--- src/source/cam_pkg.sv ---
package cam_pkg;

	// --------------------------------------------------
	// frame geometry
	// --------------------------------------------------
	localparam int MSG_LENGTH    = 64;            // bits per frame
	localparam int BIT_CNT_WIDTH = 7;             // must reach MSG_LENGTH itself

	localparam logic [7:0] TEST_HI = 8'hAA;       // test word readback
	localparam logic [7:0] TEST_LO = 8'h55;

	localparam logic [7:0] VER_MAJ = 8'h23;       // hardware v2.3
	localparam logic [7:0] VER_MIN = 8'h00;       // baseline

	localparam int ADC_WORD_BITS = 16;            // adc control port exchange

	// wire order, stx goes out first
	typedef struct packed {
		logic [7:0] stx;
		logic [7:0] opcode;
		logic [7:0] arg1;
		logic [7:0] arg0;
		logic [7:0] pay1;
		logic [7:0] pay0;
		logic [7:0] cs;                           // xor checksum, not checked
		logic [7:0] etx;
	} cam_frame_t;

	typedef struct packed {
		logic [7:0] arg1;
		logic [7:0] arg0;
		logic [7:0] pay1;
		logic [7:0] pay0;
	} cam_args_t;

	// --------------------------------------------------
	// opcodes, gaps echo the frame
	// --------------------------------------------------
	typedef enum logic [7:0] {
		OP_TEST      = 8'd0,
		OP_ADC_XFER  = 8'd1,
		OP_ADC_SYNC  = 8'd2,
		OP_FIFO_RST  = 8'd3,
		OP_ACQ_START = 8'd4,
		OP_ACQ_STOP  = 8'd5,
		OP_PB_WRITE  = 8'd7,
		OP_PB_READ   = 8'd8,
		OP_SNS_WRITE = 8'd10,
		OP_SNS_READ  = 8'd11,
		OP_VERSION   = 8'd16
	} cam_opcode_e;

	typedef enum logic [3:0] {
		I2C_WRITE = 4'd0,
		I2C_READ  = 4'd1
	} i2c_type_e;

	typedef enum logic {
		BUS_PB,                                   // power board
		BUS_SNS                                   // sensor board
	} i2c_bus_e;

	typedef struct packed {
		logic [7:0] data1;
		logic [7:0] data0;
	} i2c_rd_t;

	typedef struct packed {
		logic sck;
		logic n_cs;
		logic sdi;
		logic n_sync_in;
	} adc_pins_t;

endpackage
--- src/source/cam_top.sv ---
`timescale 1ns/1ps

module cam_top #(
	parameter int PULSE_CYCLES    = 21,     // sync / fifo reset width
	parameter int SPI_HALF_CYCLES = 21      // adc sck half period
) (
	input  logic                clk,
	input  logic                n_reset,
	input  logic                sck,
	input  logic                din,
	output logic                dout,
	output logic                rsp_ready,
	output cam_pkg::cam_args_t  cmd_args,
	output cam_pkg::adc_pins_t  adc,
	input  logic                adc_sdo,
	output logic                spi_fifo_rst,
	output logic                acq_en,
	output cam_pkg::i2c_type_e  type_i2c,
	output logic                start_pb_i2c,
	input  logic                status_pb_i2c,
	input  cam_pkg::i2c_rd_t    pb_rd,
	output logic                start_sns_i2c,
	input  logic                status_sns_i2c,
	input  cam_pkg::i2c_rd_t    sns_rd
);
	import cam_pkg::*;

	logic                      frame_valid;
	cam_frame_t                frame_in;
	logic                      rsp_load;
	cam_frame_t                frame_out;
	logic                      adc_start;
	logic [ADC_WORD_BITS-1:0]  adc_wr_word;
	logic                      adc_done;
	logic [ADC_WORD_BITS-1:0]  adc_rd_word;
	logic                      adc_sck;
	logic                      adc_n_cs;
	logic                      adc_sdi;
	logic                      adc_n_sync_in;
	logic                      i2c_start;
	i2c_bus_e                  i2c_bus;
	i2c_type_e                 i2c_type;
	logic                      i2c_done;
	i2c_rd_t                   i2c_rd;

	cam_serial_link link0 (
		.clk, .n_reset, .sck, .din, .rsp_load, .frame_out,
		.dout, .rsp_ready, .frame_valid, .frame_in
	);

	cam_control #(.PULSE_CYCLES(PULSE_CYCLES)) ctrl0 (
		.clk, .n_reset, .frame_valid, .frame_in, .adc_done, .adc_rd_word,
		.i2c_done, .i2c_rd, .rsp_load, .frame_out, .cmd_args, .adc_start,
		.adc_wr_word, .adc_n_sync_in, .spi_fifo_rst, .acq_en,
		.i2c_start, .i2c_bus, .i2c_type
	);

	adc_spi_port #(.SPI_HALF_CYCLES(SPI_HALF_CYCLES)) adc0 (
		.clk, .n_reset, .adc_start, .adc_wr_word, .adc_sdo,
		.adc_done, .adc_rd_word, .adc_sck, .adc_n_cs, .adc_sdi
	);

	i2c_request i2c0 (
		.clk, .n_reset, .i2c_start, .i2c_bus, .i2c_type,
		.status_pb_i2c, .status_sns_i2c, .pb_rd, .sns_rd,
		.i2c_done, .i2c_rd, .type_i2c, .start_pb_i2c, .start_sns_i2c
	);

	// adc pins out as one bundle
	assign adc = '{sck: adc_sck, n_cs: adc_n_cs, sdi: adc_sdi, n_sync_in: adc_n_sync_in};

endmodule

--- src/source/i2c_request.sv ---
`timescale 1ns/1ps

module i2c_request (
	input  logic                clk,
	input  logic                n_reset,
	input  logic                i2c_start,
	input  cam_pkg::i2c_bus_e   i2c_bus,
	input  cam_pkg::i2c_type_e  i2c_type,
	input  logic                status_pb_i2c,   // engine busy, power board
	input  logic                status_sns_i2c,  // engine busy, sensor board
	input  cam_pkg::i2c_rd_t    pb_rd,
	input  cam_pkg::i2c_rd_t    sns_rd,
	output logic                i2c_done,
	output cam_pkg::i2c_rd_t    i2c_rd,
	output cam_pkg::i2c_type_e  type_i2c,
	output logic                start_pb_i2c,
	output logic                start_sns_i2c
);
	import cam_pkg::*;

	typedef enum logic [1:0] {
		IDLE,
		WAIT_BUSY,                              // start held until engine takes it
		WAIT_FREE                               // engine running
	} state_e;

	state_e    state;
	i2c_bus_e  bus_r;
	logic      status_sel;
	i2c_rd_t   rd_sel;

	assign status_sel = (bus_r == BUS_PB) ? status_pb_i2c : status_sns_i2c;
	assign rd_sel     = (bus_r == BUS_PB) ? pb_rd : sns_rd;

	always_ff @(posedge clk) begin
		if (!n_reset) begin
			state         <= IDLE;
			bus_r         <= BUS_PB;
			type_i2c      <= I2C_WRITE;
			start_pb_i2c  <= 1'b0;
			start_sns_i2c <= 1'b0;
			i2c_done      <= 1'b0;
		end else begin
			i2c_done <= 1'b0;
			case (state)
				IDLE: if (i2c_start) begin
					bus_r         <= i2c_bus;
					type_i2c      <= i2c_type;          // held until next request
					start_pb_i2c  <= (i2c_bus == BUS_PB);
					start_sns_i2c <= (i2c_bus == BUS_SNS);
					state         <= WAIT_BUSY;
				end
				WAIT_BUSY: if (status_sel) begin
					start_pb_i2c  <= 1'b0;              // rearm
					start_sns_i2c <= 1'b0;
					state         <= WAIT_FREE;
				end
				WAIT_FREE: if (!status_sel) begin
					i2c_done <= 1'b1;
					state    <= IDLE;
				end
				default: state <= IDLE;
			endcase
		end
	end

	// read bytes sampled with done
	always_ff @(posedge clk) begin
		if (state == WAIT_FREE && !status_sel)
			i2c_rd <= rd_sel;
	end

	a_one_start: assert property (@(posedge clk) disable iff (!n_reset)
		!(start_pb_i2c && start_sns_i2c));

endmodule

--- src/source/adc_spi_port.sv ---
`timescale 1ns/1ps

module adc_spi_port #(
	parameter int SPI_HALF_CYCLES = 21
) (
	input  logic                              clk,
	input  logic                              n_reset,
	input  logic                              adc_start,
	input  logic [cam_pkg::ADC_WORD_BITS-1:0] adc_wr_word,
	input  logic                              adc_sdo,      // from adc
	output logic                              adc_done,
	output logic [cam_pkg::ADC_WORD_BITS-1:0] adc_rd_word,
	output logic                              adc_sck,
	output logic                              adc_n_cs,
	output logic                              adc_sdi
);
	import cam_pkg::*;

	localparam int DLY_W  = $clog2(SPI_HALF_CYCLES + 1);
	localparam int BCNT_W = $clog2(ADC_WORD_BITS + 1);
	localparam logic [DLY_W-1:0] DLY_FULL  = DLY_W'(SPI_HALF_CYCLES - 1);
	localparam logic [DLY_W-1:0] DLY_SHORT = DLY_W'(SPI_HALF_CYCLES - 2);  // one cycle in RISE/FINISH

	typedef enum logic [2:0] {
		IDLE,
		SETUP,                                  // cs low before first edge
		RISE,
		HIGH,
		LOW,
		FINISH
	} state_e;

	state_e                    state;
	logic [DLY_W-1:0]          dly;
	logic [BCNT_W-1:0]         bit_cnt;
	logic [ADC_WORD_BITS-1:0]  tx_word;

	always_ff @(posedge clk) begin
		if (!n_reset) begin
			state    <= IDLE;
			dly      <= '0;
			bit_cnt  <= '0;
			adc_done <= 1'b0;
			adc_sck  <= 1'b0;
			adc_n_cs <= 1'b1;
			adc_sdi  <= 1'b0;
		end else begin
			adc_done <= 1'b0;
			case (state)
				IDLE: if (adc_start) begin
					adc_n_cs <= 1'b0;                   // start exchange
					adc_sdi  <= adc_wr_word[ADC_WORD_BITS-1];
					dly      <= '0;
					bit_cnt  <= '0;
					state    <= SETUP;
				end
				SETUP: begin
					dly <= dly + 1'b1;
					if (dly == DLY_SHORT) begin
						dly   <= '0;
						state <= RISE;
					end
				end
				RISE: begin
					adc_sck <= 1'b1;                    // adc samples sdi here
					bit_cnt <= bit_cnt + 1'b1;
					dly     <= '0;
					state   <= HIGH;
				end
				HIGH: begin
					dly <= dly + 1'b1;
					if (dly == DLY_FULL) begin
						adc_sck <= 1'b0;
						adc_sdi <= tx_word[ADC_WORD_BITS-2];  // next bit in low phase
						dly     <= '0;
						state   <= LOW;
					end
				end
				LOW: begin
					dly <= dly + 1'b1;
					if (dly == DLY_SHORT) begin
						dly   <= '0;
						state <= (bit_cnt == BCNT_W'(ADC_WORD_BITS)) ? FINISH : RISE;
					end
				end
				FINISH: begin
					adc_n_cs <= 1'b1;
					adc_sdi  <= 1'b0;
					adc_done <= 1'b1;                   // word in adc_rd_word
					state    <= IDLE;
				end
				default: state <= IDLE;
			endcase
		end
	end

	// shift registers
	always_ff @(posedge clk) begin
		if (state == IDLE && adc_start)
			tx_word <= adc_wr_word;
		else if (state == HIGH && dly == DLY_FULL)
			tx_word <= {tx_word[ADC_WORD_BITS-2:0], 1'b0};
		if (state == RISE)
			adc_rd_word <= {adc_rd_word[ADC_WORD_BITS-2:0], adc_sdo};  // sdo at each rise
	end

	a_sck_in_cs: assert property (@(posedge clk) disable iff (!n_reset)
		adc_sck |-> !adc_n_cs);

endmodule

--- src/source/cam_control.sv ---
`timescale 1ns/1ps

module cam_control #(
	parameter int PULSE_CYCLES = 21
) (
	input  logic                                  clk,
	input  logic                                  n_reset,
	input  logic                                  frame_valid,
	input  cam_pkg::cam_frame_t                   frame_in,
	input  logic                                  adc_done,
	input  logic [cam_pkg::ADC_WORD_BITS-1:0]     adc_rd_word,
	input  logic                                  i2c_done,
	input  cam_pkg::i2c_rd_t                      i2c_rd,
	output logic                                  rsp_load,
	output cam_pkg::cam_frame_t                   frame_out,
	output cam_pkg::cam_args_t                    cmd_args,
	output logic                                  adc_start,
	output logic [cam_pkg::ADC_WORD_BITS-1:0]     adc_wr_word,
	output logic                                  adc_n_sync_in,
	output logic                                  spi_fifo_rst,
	output logic                                  acq_en,
	output logic                                  i2c_start,
	output cam_pkg::i2c_bus_e                     i2c_bus,
	output cam_pkg::i2c_type_e                    i2c_type
);
	import cam_pkg::*;

	localparam int PCNT_W = $clog2(PULSE_CYCLES + 1);

	typedef enum logic [2:0] {
		IDLE,
		DISPATCH,                               // kick the datapath port
		PULSE,                                  // sync or fifo reset active
		WAIT_ADC,
		WAIT_I2C,
		RESPOND                                 // hand frame to the link
	} state_e;

	state_e             state;
	cam_frame_t         frame_r;              // command being worked on
	cam_opcode_e        op;
	logic [PCNT_W-1:0]  pulse_cnt;

	assign op = cam_opcode_e'(frame_r.opcode);

	always_ff @(posedge clk) begin
		if (frame_valid)
			frame_r <= frame_in;
	end

	// --------------------------------------------------
	// command sequencer
	// --------------------------------------------------
	always_ff @(posedge clk) begin
		if (!n_reset) begin
			state         <= IDLE;
			pulse_cnt     <= '0;
			adc_n_sync_in <= 1'b1;
			spi_fifo_rst  <= 1'b0;
			acq_en        <= 1'b0;
			cmd_args      <= '0;
		end else begin
			case (state)
				IDLE: if (frame_valid) begin
					cmd_args <= '{arg1: frame_in.arg1, arg0: frame_in.arg0,
						pay1: frame_in.pay1, pay0: frame_in.pay0};
					case (frame_in.opcode)
						OP_ACQ_START: begin
							acq_en <= 1'b1;             // samples into fifo
							state  <= RESPOND;
						end
						OP_ACQ_STOP: begin
							acq_en <= 1'b0;
							state  <= RESPOND;
						end
						OP_ADC_XFER, OP_ADC_SYNC, OP_FIFO_RST,
						OP_PB_WRITE, OP_PB_READ, OP_SNS_WRITE, OP_SNS_READ:
							state <= DISPATCH;
						default: state <= RESPOND;      // test, version, echo
					endcase
				end
				DISPATCH: begin
					pulse_cnt <= '0;
					case (op)
						OP_ADC_SYNC: begin
							adc_n_sync_in <= 1'b0;      // apply adc config
							state         <= PULSE;
						end
						OP_FIFO_RST: begin
							spi_fifo_rst <= 1'b1;
							state        <= PULSE;
						end
						OP_ADC_XFER: state <= WAIT_ADC;
						default:     state <= WAIT_I2C;  // the four i2c opcodes
					endcase
				end
				PULSE: begin
					pulse_cnt <= pulse_cnt + 1'b1;
					if (pulse_cnt == PCNT_W'(PULSE_CYCLES - 1)) begin
						adc_n_sync_in <= 1'b1;
						spi_fifo_rst  <= 1'b0;
						state         <= RESPOND;       // load lines up with pulse end
					end
				end
				WAIT_ADC: if (adc_done) state <= RESPOND;
				WAIT_I2C: if (i2c_done) state <= RESPOND;
				RESPOND:  state <= IDLE;
				default:  state <= IDLE;
			endcase
		end
	end

	// port requests, valid while in DISPATCH
	assign adc_start   = (state == DISPATCH) && (op == OP_ADC_XFER);
	assign adc_wr_word = {frame_r.arg1, frame_r.arg0};
	assign i2c_start   = (state == DISPATCH) &&
		(op inside {OP_PB_WRITE, OP_PB_READ, OP_SNS_WRITE, OP_SNS_READ});
	assign i2c_bus     = (op inside {OP_PB_WRITE, OP_PB_READ}) ? BUS_PB : BUS_SNS;
	assign i2c_type    = (op inside {OP_PB_READ, OP_SNS_READ}) ? I2C_READ : I2C_WRITE;

	// --------------------------------------------------
	// response payload merge
	// --------------------------------------------------
	always_comb begin
		frame_out = frame_r;                       // echo by default
		case (op)
			OP_TEST: begin
				frame_out.pay1 = TEST_HI;
				frame_out.pay0 = TEST_LO;
			end
			OP_VERSION: begin
				frame_out.pay1 = VER_MAJ;
				frame_out.pay0 = VER_MIN;
			end
			OP_ADC_XFER: {frame_out.pay1, frame_out.pay0} = adc_rd_word;
			OP_PB_READ, OP_SNS_READ: begin
				frame_out.pay1 = i2c_rd.data1;         // held by the i2c port
				frame_out.pay0 = i2c_rd.data0;
			end
			default: ;
		endcase
	end

	assign rsp_load = (state == RESPOND);

	// sync and fifo reset never overlap
	a_one_pulse: assert property (@(posedge clk) disable iff (!n_reset)
		!(spi_fifo_rst && !adc_n_sync_in));

endmodule

--- src/source/cam_serial_link.sv ---
`timescale 1ns/1ps

module cam_serial_link (
	input  logic                clk,
	input  logic                n_reset,
	input  logic                sck,           // host serial clock
	input  logic                din,           // host to fpga
	input  logic                rsp_load,      // response frame ready from sequencer
	input  cam_pkg::cam_frame_t frame_out,
	output logic                dout,          // fpga to host
	output logic                rsp_ready,     // host may clock the response out
	output logic                frame_valid,
	output cam_pkg::cam_frame_t frame_in
);
	import cam_pkg::*;

	typedef enum logic [1:0] {
		RX,                                     // shifting a command in
		WAIT_RSP,                               // sck ignored here
		TX                                      // shifting the response out
	} mode_e;

	mode_e                    mode;
	logic                     sck_meta;
	logic                     sck_sync;
	logic                     sck_prev;
	logic                     rise;
	logic                     fall;
	logic [BIT_CNT_WIDTH-1:0] bit_cnt;        // shared by rx and tx
	logic [MSG_LENGTH-1:0]    rx_shift;
	logic [MSG_LENGTH-1:0]    tx_shift;

	// --------------------------------------------------
	// sck synchroniser and edge detect
	// --------------------------------------------------
	always_ff @(posedge clk) begin
		if (!n_reset) begin
			sck_meta <= 1'b0;
			sck_sync <= 1'b0;
			sck_prev <= 1'b0;
		end else begin
			sck_meta <= sck;
			sck_sync <= sck_meta;
			sck_prev <= sck_sync;                   // history for edges
		end
	end

	assign rise = sck_sync & ~sck_prev;
	assign fall = ~sck_sync & sck_prev;

	// --------------------------------------------------
	// link control
	// --------------------------------------------------
	always_ff @(posedge clk) begin
		if (!n_reset) begin
			mode        <= RX;
			bit_cnt     <= '0;
			frame_valid <= 1'b0;
			dout        <= 1'b0;
			rsp_ready   <= 1'b0;
		end else begin
			frame_valid <= 1'b0;                    // single cycle strobe
			case (mode)
				RX: if (rise) begin
					if (bit_cnt == BIT_CNT_WIDTH'(MSG_LENGTH - 1)) begin
						bit_cnt     <= '0;
						frame_valid <= 1'b1;            // last bit just landed
						mode        <= WAIT_RSP;
					end else begin
						bit_cnt <= bit_cnt + 1'b1;
					end
				end
				WAIT_RSP: if (rsp_load) begin
					rsp_ready <= 1'b1;
					mode      <= TX;
				end
				TX: begin
					if (rise) begin
						dout    <= tx_shift[MSG_LENGTH-1];  // host samples on its fall
						bit_cnt <= bit_cnt + 1'b1;
					end else if (fall && bit_cnt == BIT_CNT_WIDTH'(MSG_LENGTH)) begin
						dout      <= 1'b0;
						rsp_ready <= 1'b0;
						bit_cnt   <= '0;
						mode      <= RX;                 // ready for next command
					end
				end
				default: mode <= RX;
			endcase
		end
	end

	// frame shift registers
	always_ff @(posedge clk) begin
		if (mode == RX && rise)
			rx_shift <= {rx_shift[MSG_LENGTH-2:0], din};    // msb first
		if (mode == WAIT_RSP && rsp_load)
			tx_shift <= frame_out;
		else if (mode == TX && rise)
			tx_shift <= {tx_shift[MSG_LENGTH-2:0], 1'b0};
	end

	assign frame_in = rx_shift;

	// line stays quiet outside a response
	a_dout_idle: assert property (@(posedge clk) disable iff (!n_reset)
		!rsp_ready |-> !dout);

endmodule

--- config.mk ---
export PLATFORM = sky130hd
export DESIGN_NAME = cam_top
export DESIGN_NICKNAME = d
export VERILOG_FILES = /design/src/source/cam_pkg.sv /design/src/source/cam_top.sv /design/src/source/i2c_request.sv /design/src/source/adc_spi_port.sv /design/src/source/cam_control.sv /design/src/source/cam_serial_link.sv
export SDC_FILE = /design/constraint.sdc
export NUM_CORES = 1
export LEC_CHECK = 0
export BUFFER_PORTS_ARGS = -buffer_cell sky130_fd_sc_hd__buf_2
export CAP_MARGIN = 10
export CORE_MARGIN = 3
export CORE_UTILIZATION = 60
export CTS_CLUSTER_DIAMETER = 200
export DETAILED_ROUTE_END_ITERATION = 10
export GPL_TIMING_DRIVEN = 0
export MAX_ROUTING_LAYER = met4
export PLACE_DENSITY_LB_ADDON = 0.12
export SLEW_MARGIN = 30
export SYNTH_ARGS = -nofsm -noshare
export SYNTH_HDL_FRONTEND = slang
export SYNTH_SLANG_ARGS = --single-unit
--- constraint.sdc ---
create_clock -name clk -period 5.4 [get_ports clk]
set_input_delay 1.08 -clock clk [delete_from_list [all_inputs] [get_ports clk]]
set_output_delay 1.08 -clock clk [all_outputs]
set_load 0.05 [all_outputs]
* Yosys cells after proc, flatten, opt, wreduce, memory -nomap -nowiden
Cells that the tools add are included.
** Storage, ports and cells
- Output and inout port bits :: 46
- Input bits :: 39
- Register bits :: 324
- Logic and storage cells :: 233
** Cells by class
- Bitwise operators :: 4
- Mux-type cells :: 70
- Reduce and logical (&&, ||, !) cells :: 55
- Add/sub/neg operators :: 4
- Equal/unequal tests :: 56
** Operator list (number)
- two-way mux 64 bit :: 2
- one-hot mux 16 bit (4 select lines) :: 1
- == test 8 x 4 -> 1 bit (second input constant) :: 6
- == test 8 x 2 -> 1 bit (second input constant) :: 4
- == test 8 x 3 -> 1 bit (second input constant) :: 4
- two-way mux 15 bit :: 2
- two-way mux 3 bit :: 10
- one-hot mux 3 bit (5 select lines) :: 2
- two-way mux 7 bit :: 4
- nonzero test 2 bit :: 13
- != test 2 x 1 -> 1 bit (second input constant) :: 12
- AND reduction 3 bit :: 8
- two-way mux 1 bit :: 21
- == test 5 bit (second input constant) :: 4
- one-hot mux 5 bit (2 select lines) :: 2
- one-hot mux 5 bit (4 select lines) :: 1
- == test 8 x 1 -> 1 bit (second input constant) :: 2
- two-way mux 16 bit :: 1
- two-way mux 2 bit :: 8
- one-hot mux 1 bit (2 select lines) :: 8
- AND reduction 2 bit :: 8
- adder 5 x 1 -> 5 bit (second input constant) :: 3
- two-way mux 5 bit :: 3
- one-hot mux 7 bit (2 select lines) :: 1
- other kinds (27) :: 59

* Depth between registers and ports, before layout
- Depth in word-level cells :: 6
- Mapped depth :: 8
- Mapped depth without buffers :: 7

* Hierarchy
From an unflattened synthesis, not the netlist that was laid out.
** Second synthesis, totals
- Cell total of the unflattened synthesis :: 1008
- Area total of the unflattened synthesis :: 13514.2 um^2
** By module, submodules not included
- cam_serial_link :: sequential area each 4144.0 um^2, times used 1, area an instance 5302.6 um^2, cells an instance 276
- cam_control :: sequential area each 2782.7 um^2, times used 1, area an instance 4892.2 um^2, cells an instance 453
- adc_spi_port :: sequential area each 1271.2 um^2, times used 1, area an instance 2175.8 um^2, cells an instance 199
- i2c_request :: sequential area each 680.7 um^2, times used 1, area an instance 1113.6 um^2, cells an instance 76
- cam_top :: sequential area each 0.0 um^2, times used 1, area an instance 30.0 um^2, cells an instance 4

* Worst setup path after synthesis
OpenSTA, ideal clock, no wires.
- Path type :: reg2reg
- Start :: reg link0.sck_sync
- End :: reg link0.rx_shift[0] (netlist: link0.frame_in[0]), enable pin
- Required time :: 4.913 ns
- Path slack :: 1.440 ns
- Arrival time :: 3.474 ns
- Library setup time :: 0.487 ns
- Cell stages (with the launch flop) :: 4
- Buffers on the path :: 0
- Period minus slack after synthesis :: 3.960 ns
- Cell sequence :: dfxtp_1 nor2b_1 nand2b_1 nor2_1
** Between the ends
- Longest elaborated chain between the ends :: 2
** RTL lines
- start, declared :: line cam_serial_link.sv:25 : logic sck_sync;
- start signal, assigned :: line cam_serial_link.sv:43 : sck_sync <= sck_meta;
- bitwise AND 1 bit :: line cam_serial_link.sv:48 : assign rise = sck_sync & ~sck_prev;
- logical AND 1 bit :: line cam_serial_link.sv:95 : if (mode == RX && rise)
- end signal, assigned :: line cam_serial_link.sv:96 : rx_shift <= {rx_shift[MSG_LENGTH-2:0], din};
- end, declared :: line cam_serial_link.sv:30 : logic [MSG_LENGTH-1:0] rx_shift;
Every way passes these cells.
A chain may end at the register's enable or synchronous reset.

* Final worst setup path
- Start :: reg ctrl0.state[0]
- End :: reg link0.tx_shift[6], enable pin
** Between the ends
- Longest elaborated chain between the ends :: 3
** RTL lines
- start, declared :: line cam_control.sv:39 : state_e state;
- start signal, assigned :: line cam_control.sv:56 : state <= IDLE;
- start signal, assigned :: line cam_control.sv:70 : state <= RESPOND;
- start signal, assigned :: line cam_control.sv:74 : state <= RESPOND;
- == test 3 bit :: line cam_control.sv:144 : assign rsp_load = (state == RESPOND);
- logical AND 1 bit :: line cam_serial_link.sv:97 : if (mode == WAIT_RSP && rsp_load)
- nonzero test 2 bit (no source line)
- end signal, assigned :: line cam_serial_link.sv:98 : tx_shift <= frame_out;
- end signal, assigned :: line cam_serial_link.sv:100 : tx_shift <= {tx_shift[MSG_LENGTH-2:0], 1'b0};
- end, declared :: line cam_serial_link.sv:31 : logic [MSG_LENGTH-1:0] tx_shift;
Every way passes these cells.

==> impl_results.md <==
- Status: complete, no violations
- Slew @ Worst Pin: 1.004 ns
- Final antenna-violating net count: 0
- Register area share after synthesis: 0.6864
- Mapped Area: approximately 0.013 mm^2
- Largest net degree at the start of global routing: 47
- Share of cells above drive strength 1: 0.1645
- Via density: 5.651
- P&R area growth vs syn: 14.88%
- Avg Inst Size Synth: 12.44 um^2
- Synth Area in Adders: 0.008570
- Max clock buf depth: 3
- Mux cell area share after synthesis: 0.03311
- Port bufs: 80
- Routed wire per std cell: ~18 um
- Post-synthesis xor/xnor area fraction: 0.001363
- Worst Hold Slack: about 0.42 ns
- Die Span Y: between 150 and 200 um
- Slew Limit Fails: 0
- Post-synthesis register bit count: roughly 320
- Arrival @ worst endpoint: between 3 and 4 ns
- Sequential share of power: 0.546
- Clk_lat worst skew: around 0.57 ns
- Hold WC Path Type: flip-flop to flip-flop
- RSZ-0062 raised after global routing: no
- CORE AREA: roughly 0.021 mm^2
- Top post-synthesis cells by area: edfxtp_1, dfxtp_1, nand2_1
- R2R depth: 7
- Cts repair resizes: 0
- Buffers and inverters on the worst path: 4
- Final wirelength: ~26 mm
- Cell variety after synth: between 60 and 70
- Post-CTS setup repair buffer count: 0
- Startpoint Class: flip-flop
- CP Capture Type: flip-flop
- Sw Pwr: about 960 uW
- Pint: roughly 3.9 mW
- CP dominant cell by count: clkbuf_1
- Clk_skew: approximately 0.013 ns
- Largest family of logic cells by synthesized area: simple AND/OR/NAND/NOR gates
- Slowest stage delay, CP: 0.59 ns
- Predominant post-synthesis flop cell: edfxtp_1
- Core Rows: 52
- CTS H-tree depth: 1
- Length of the first detailed-routing pass in iterations: 5
- Antenna violations before repair: 0
- Gr usage total: 0.2307
- GP Congestion: 0.8447
- Worst Setup SP: ctrl0.state[0]
- VDD IR-drop max: between 0.2 and 0.3 mV
- Final period util: 0.5370
- Reg-to-Reg End: link0.tx_shift[6]
- CP max stage cell: clkbuf_1
- CP top delay family: buffers and inverters
- WP data required: about 5.7 ns
- DR iter-0 viols: 753
- CP Class: flip-flop to flip-flop
- Synth Area in Compound Gates: 0.08989
- Yosys warns: 0
- NumNets Final: about 1200
- DRC Markers: 0
- Worst path depth: 7
- IO Pins: between 80 and 90
- Sink Count: ~320
- Hold_buf cts: 0
- Setup slack, reg-to-reg: approximately 2.5 ns
- Max Fanout on Critical Path: 46
- CTS buffer count: 31
- Die X-Extent: 152.3 um
- Cell leakage power: approximately 5.3 nW
- Slew HR: 0.3255
- Vias in the first global route: roughly 8100
- Hpwl dp: about 17 mm
- Fmax achieved: around 340 MHz
- Die area: 0.02320 mm^2
- Worst reg2reg startpoint: ctrl0.state[0]
- Antenna diode count: 0
- Cell taking the most area after synthesis: edfxtp_1
- CTS root buf: clkbuf_16
- Post-Synth Simple-Gate Area: 0.1531
- Initial Utilization: 0.6229
- Net Sw Frac: 0.1977
- TritonCTS clock tree: done
- Asr flop ratio synth: 0
- Comb power frac: 0.020
- Power per cell area: 328.4 mW/mm^2
- Cells after Synth: around 1000
- Clock transition at path regs: ~0.06 ns
- Final min period: ~2.9 ns
- Overall Power: around 4.8 mW
- First-pass GRT wire length: about 43 mm
- Crit path cell chain: buf_2 > nor2b_1 > nand4b_1 > clkbuf_1 > clkbuf_1 > nand2_4 > buf_16
- Final hold vios: 0
- Clock Power Share: 0.434
- Final setup fails: 0
- Vias post-DR: slightly above 8000
- Post-synth EDFFs: approximately 240
- Max_cap viols: 0
- Global route total overflow: 0
- Yosys top cell area share: 0.5586
- Last element of the critical path: link0.tx_shift[6]
metal layers:
metal | share of wire | GRT usage
met5 | 0 | -
met1 | 0.44 | 0.3182
met4 | 0.021 | 0.06378
met2 | 0.48 | 0.3658
met3 | 0.055 | 0.03238
final cells by class:
class | count | area, um^2
multi-input cells | 633 | 3714
clock inverters | 9 | 83.83
well taps | 270 | 337.8
repair buffers | 86 | 538.0
inverters | 19 | 71.32
clock buffers | 49 | 913.4
flip-flops and latches | 321 | 8822
fillers | 1422 | 5866
plain buffers | 62 | 279.0
cell families (layout without fill, tap and decap cells):
logic type | after synthesis | after routing
AND/OR/NAND/NOR | 415 | 415
buffers and inverters | 81 | 225
adder cells (fa/ha/maj) | 9 | 9
flip-flops | 321 | 321
AO/OA/AOI/OAI | 168 | 168
other | 1 | 3
multiplexers | 36 | 36
XOR/XNOR | 2 | 2
power groups by stage:
stage	Clock (mW)	Sequential (mW)	Combinational, mW
after detailed placement	0	2.70	0.0965
after global routing	2.25	2.65	0.107
after CTS	2.14	2.65	0.0969
after floorplan	0	2.70	0.0596
final	2.10	2.65	0.0968
after global placement	0	2.70	0.0889
placed cells by master (no fill, tap or decap), types with 7 or more instances in the layout:
| cell | n |
|---|---|
| buf_2 | 84 |
| inv_1 | 19 |
| a21boi_0 | 42 |
| nand2_1 | 250 |
| clkbuf_8 | 7 |
| nor2_1 | 32 |
| clkbuf_1 | 54 |
| nor2b_1 | 20 |
| clkbuf_16 | 31 |
| and3_1 | 7 |
| nor3_1 | 16 |
| edfxtp_1 | 239 |
| a21oi_1 | 25 |
| nand3_1 | 13 |
| nand2b_1 | 10 |
| mux2_2 | 24 |
| a221o_1 | 8 |
| mux2_4 | 7 |
| dfxtp_1 | 81 |
| and2_1 | 14 |
| buf_4 | 8 |
| o21ai_0 | 31 |
| o21a_1 | 7 |
| a22oi_1 | 10 |
| o22ai_1 | 11 |
| ha_1 | 8 |
| a32oi_1 | 7 |
registers in the layout (all words and copies together), names as in the netlist, 16 cells and up:
| signal | flops |
|---|---|
| link0.tx_shift | 64 |
| adc0.adc_rd_word | 16 |
| ctrl0.frame_r | 16 |
| ctrl0.adc_wr_word | 16 |
| link0.frame_in | 64 |
| ctrl0.frame_out | 24 |
| ctrl0.cmd_args | 32 |
| i2c0.i2c_rd | 16 |
synthesized netlist by cell type, types with 10 or more instances:
cell type  instances
and2_1            14
nand3_1           13
edfxtp_1         239
nor2_1            34
nor2b_1           20
clkbuf_1          43
nand2b_1          10
o21ai_0           31
o22ai_1           11
nor3_1            17
inv_1             19
dfxtp_1           82
mux2_2            24
a21oi_1           25
a22oi_1           10
a21boi_0          42
nand2_1          251
worst min path at each step:
| stage | startpoint | end | slack [ns] | cells past startpoint |
|---|---|---|---|---|
| global route | link0.frame_in[63] | ctrl0.frame_out[63] | 0.43 | 0 |
| detailed placement | link0.frame_in[63] | ctrl0.frame_out[63] | 0.40 | 0 |
| floorplan | link0.frame_in[63] | ctrl0.frame_out[63] | 0.40 | 0 |
| global placement | link0.frame_in[63] | ctrl0.frame_out[63] | 0.41 | 0 |
| CTS | link0.frame_in[63] | ctrl0.frame_out[63] | 0.42 | 0 |
| finish | link0.frame_in[63] | ctrl0.frame_out[63] | 0.42 | 0 |
worst reg2reg max path, stage by stage, from the launching register on:
cell and delay [ns]:
dfxtp_1 0.29, buf_2 0.16, nor2b_1 0.17, nand4b_1 0.22, clkbuf_1 0.50, clkbuf_1 0.59, nand2_4 0.35, buf_16 0.31
through the flow:
step / std cells / area (um^2) / util / TNS, ns / setup slack, ns
5_1_grt: 1449 / 14760 / 0.7156 / 0 / 2.339
6_report: 1449 / 14760 / 0.7156 / 0 / 2.500
2_1_floorplan: 1035 / 12850 / - / 0 / 1.440
4_1_cts: 1449 / 14750 / 0.7154 / 0 / 2.467
3_5_place_dp: 1391 / 13760 / 0.6670 / 0 / 2.424
3_3_place_gp: 1385 / 13590 / 0.6591 / -13.89 / -0.2229
Power figures use the tool's default switching activity.
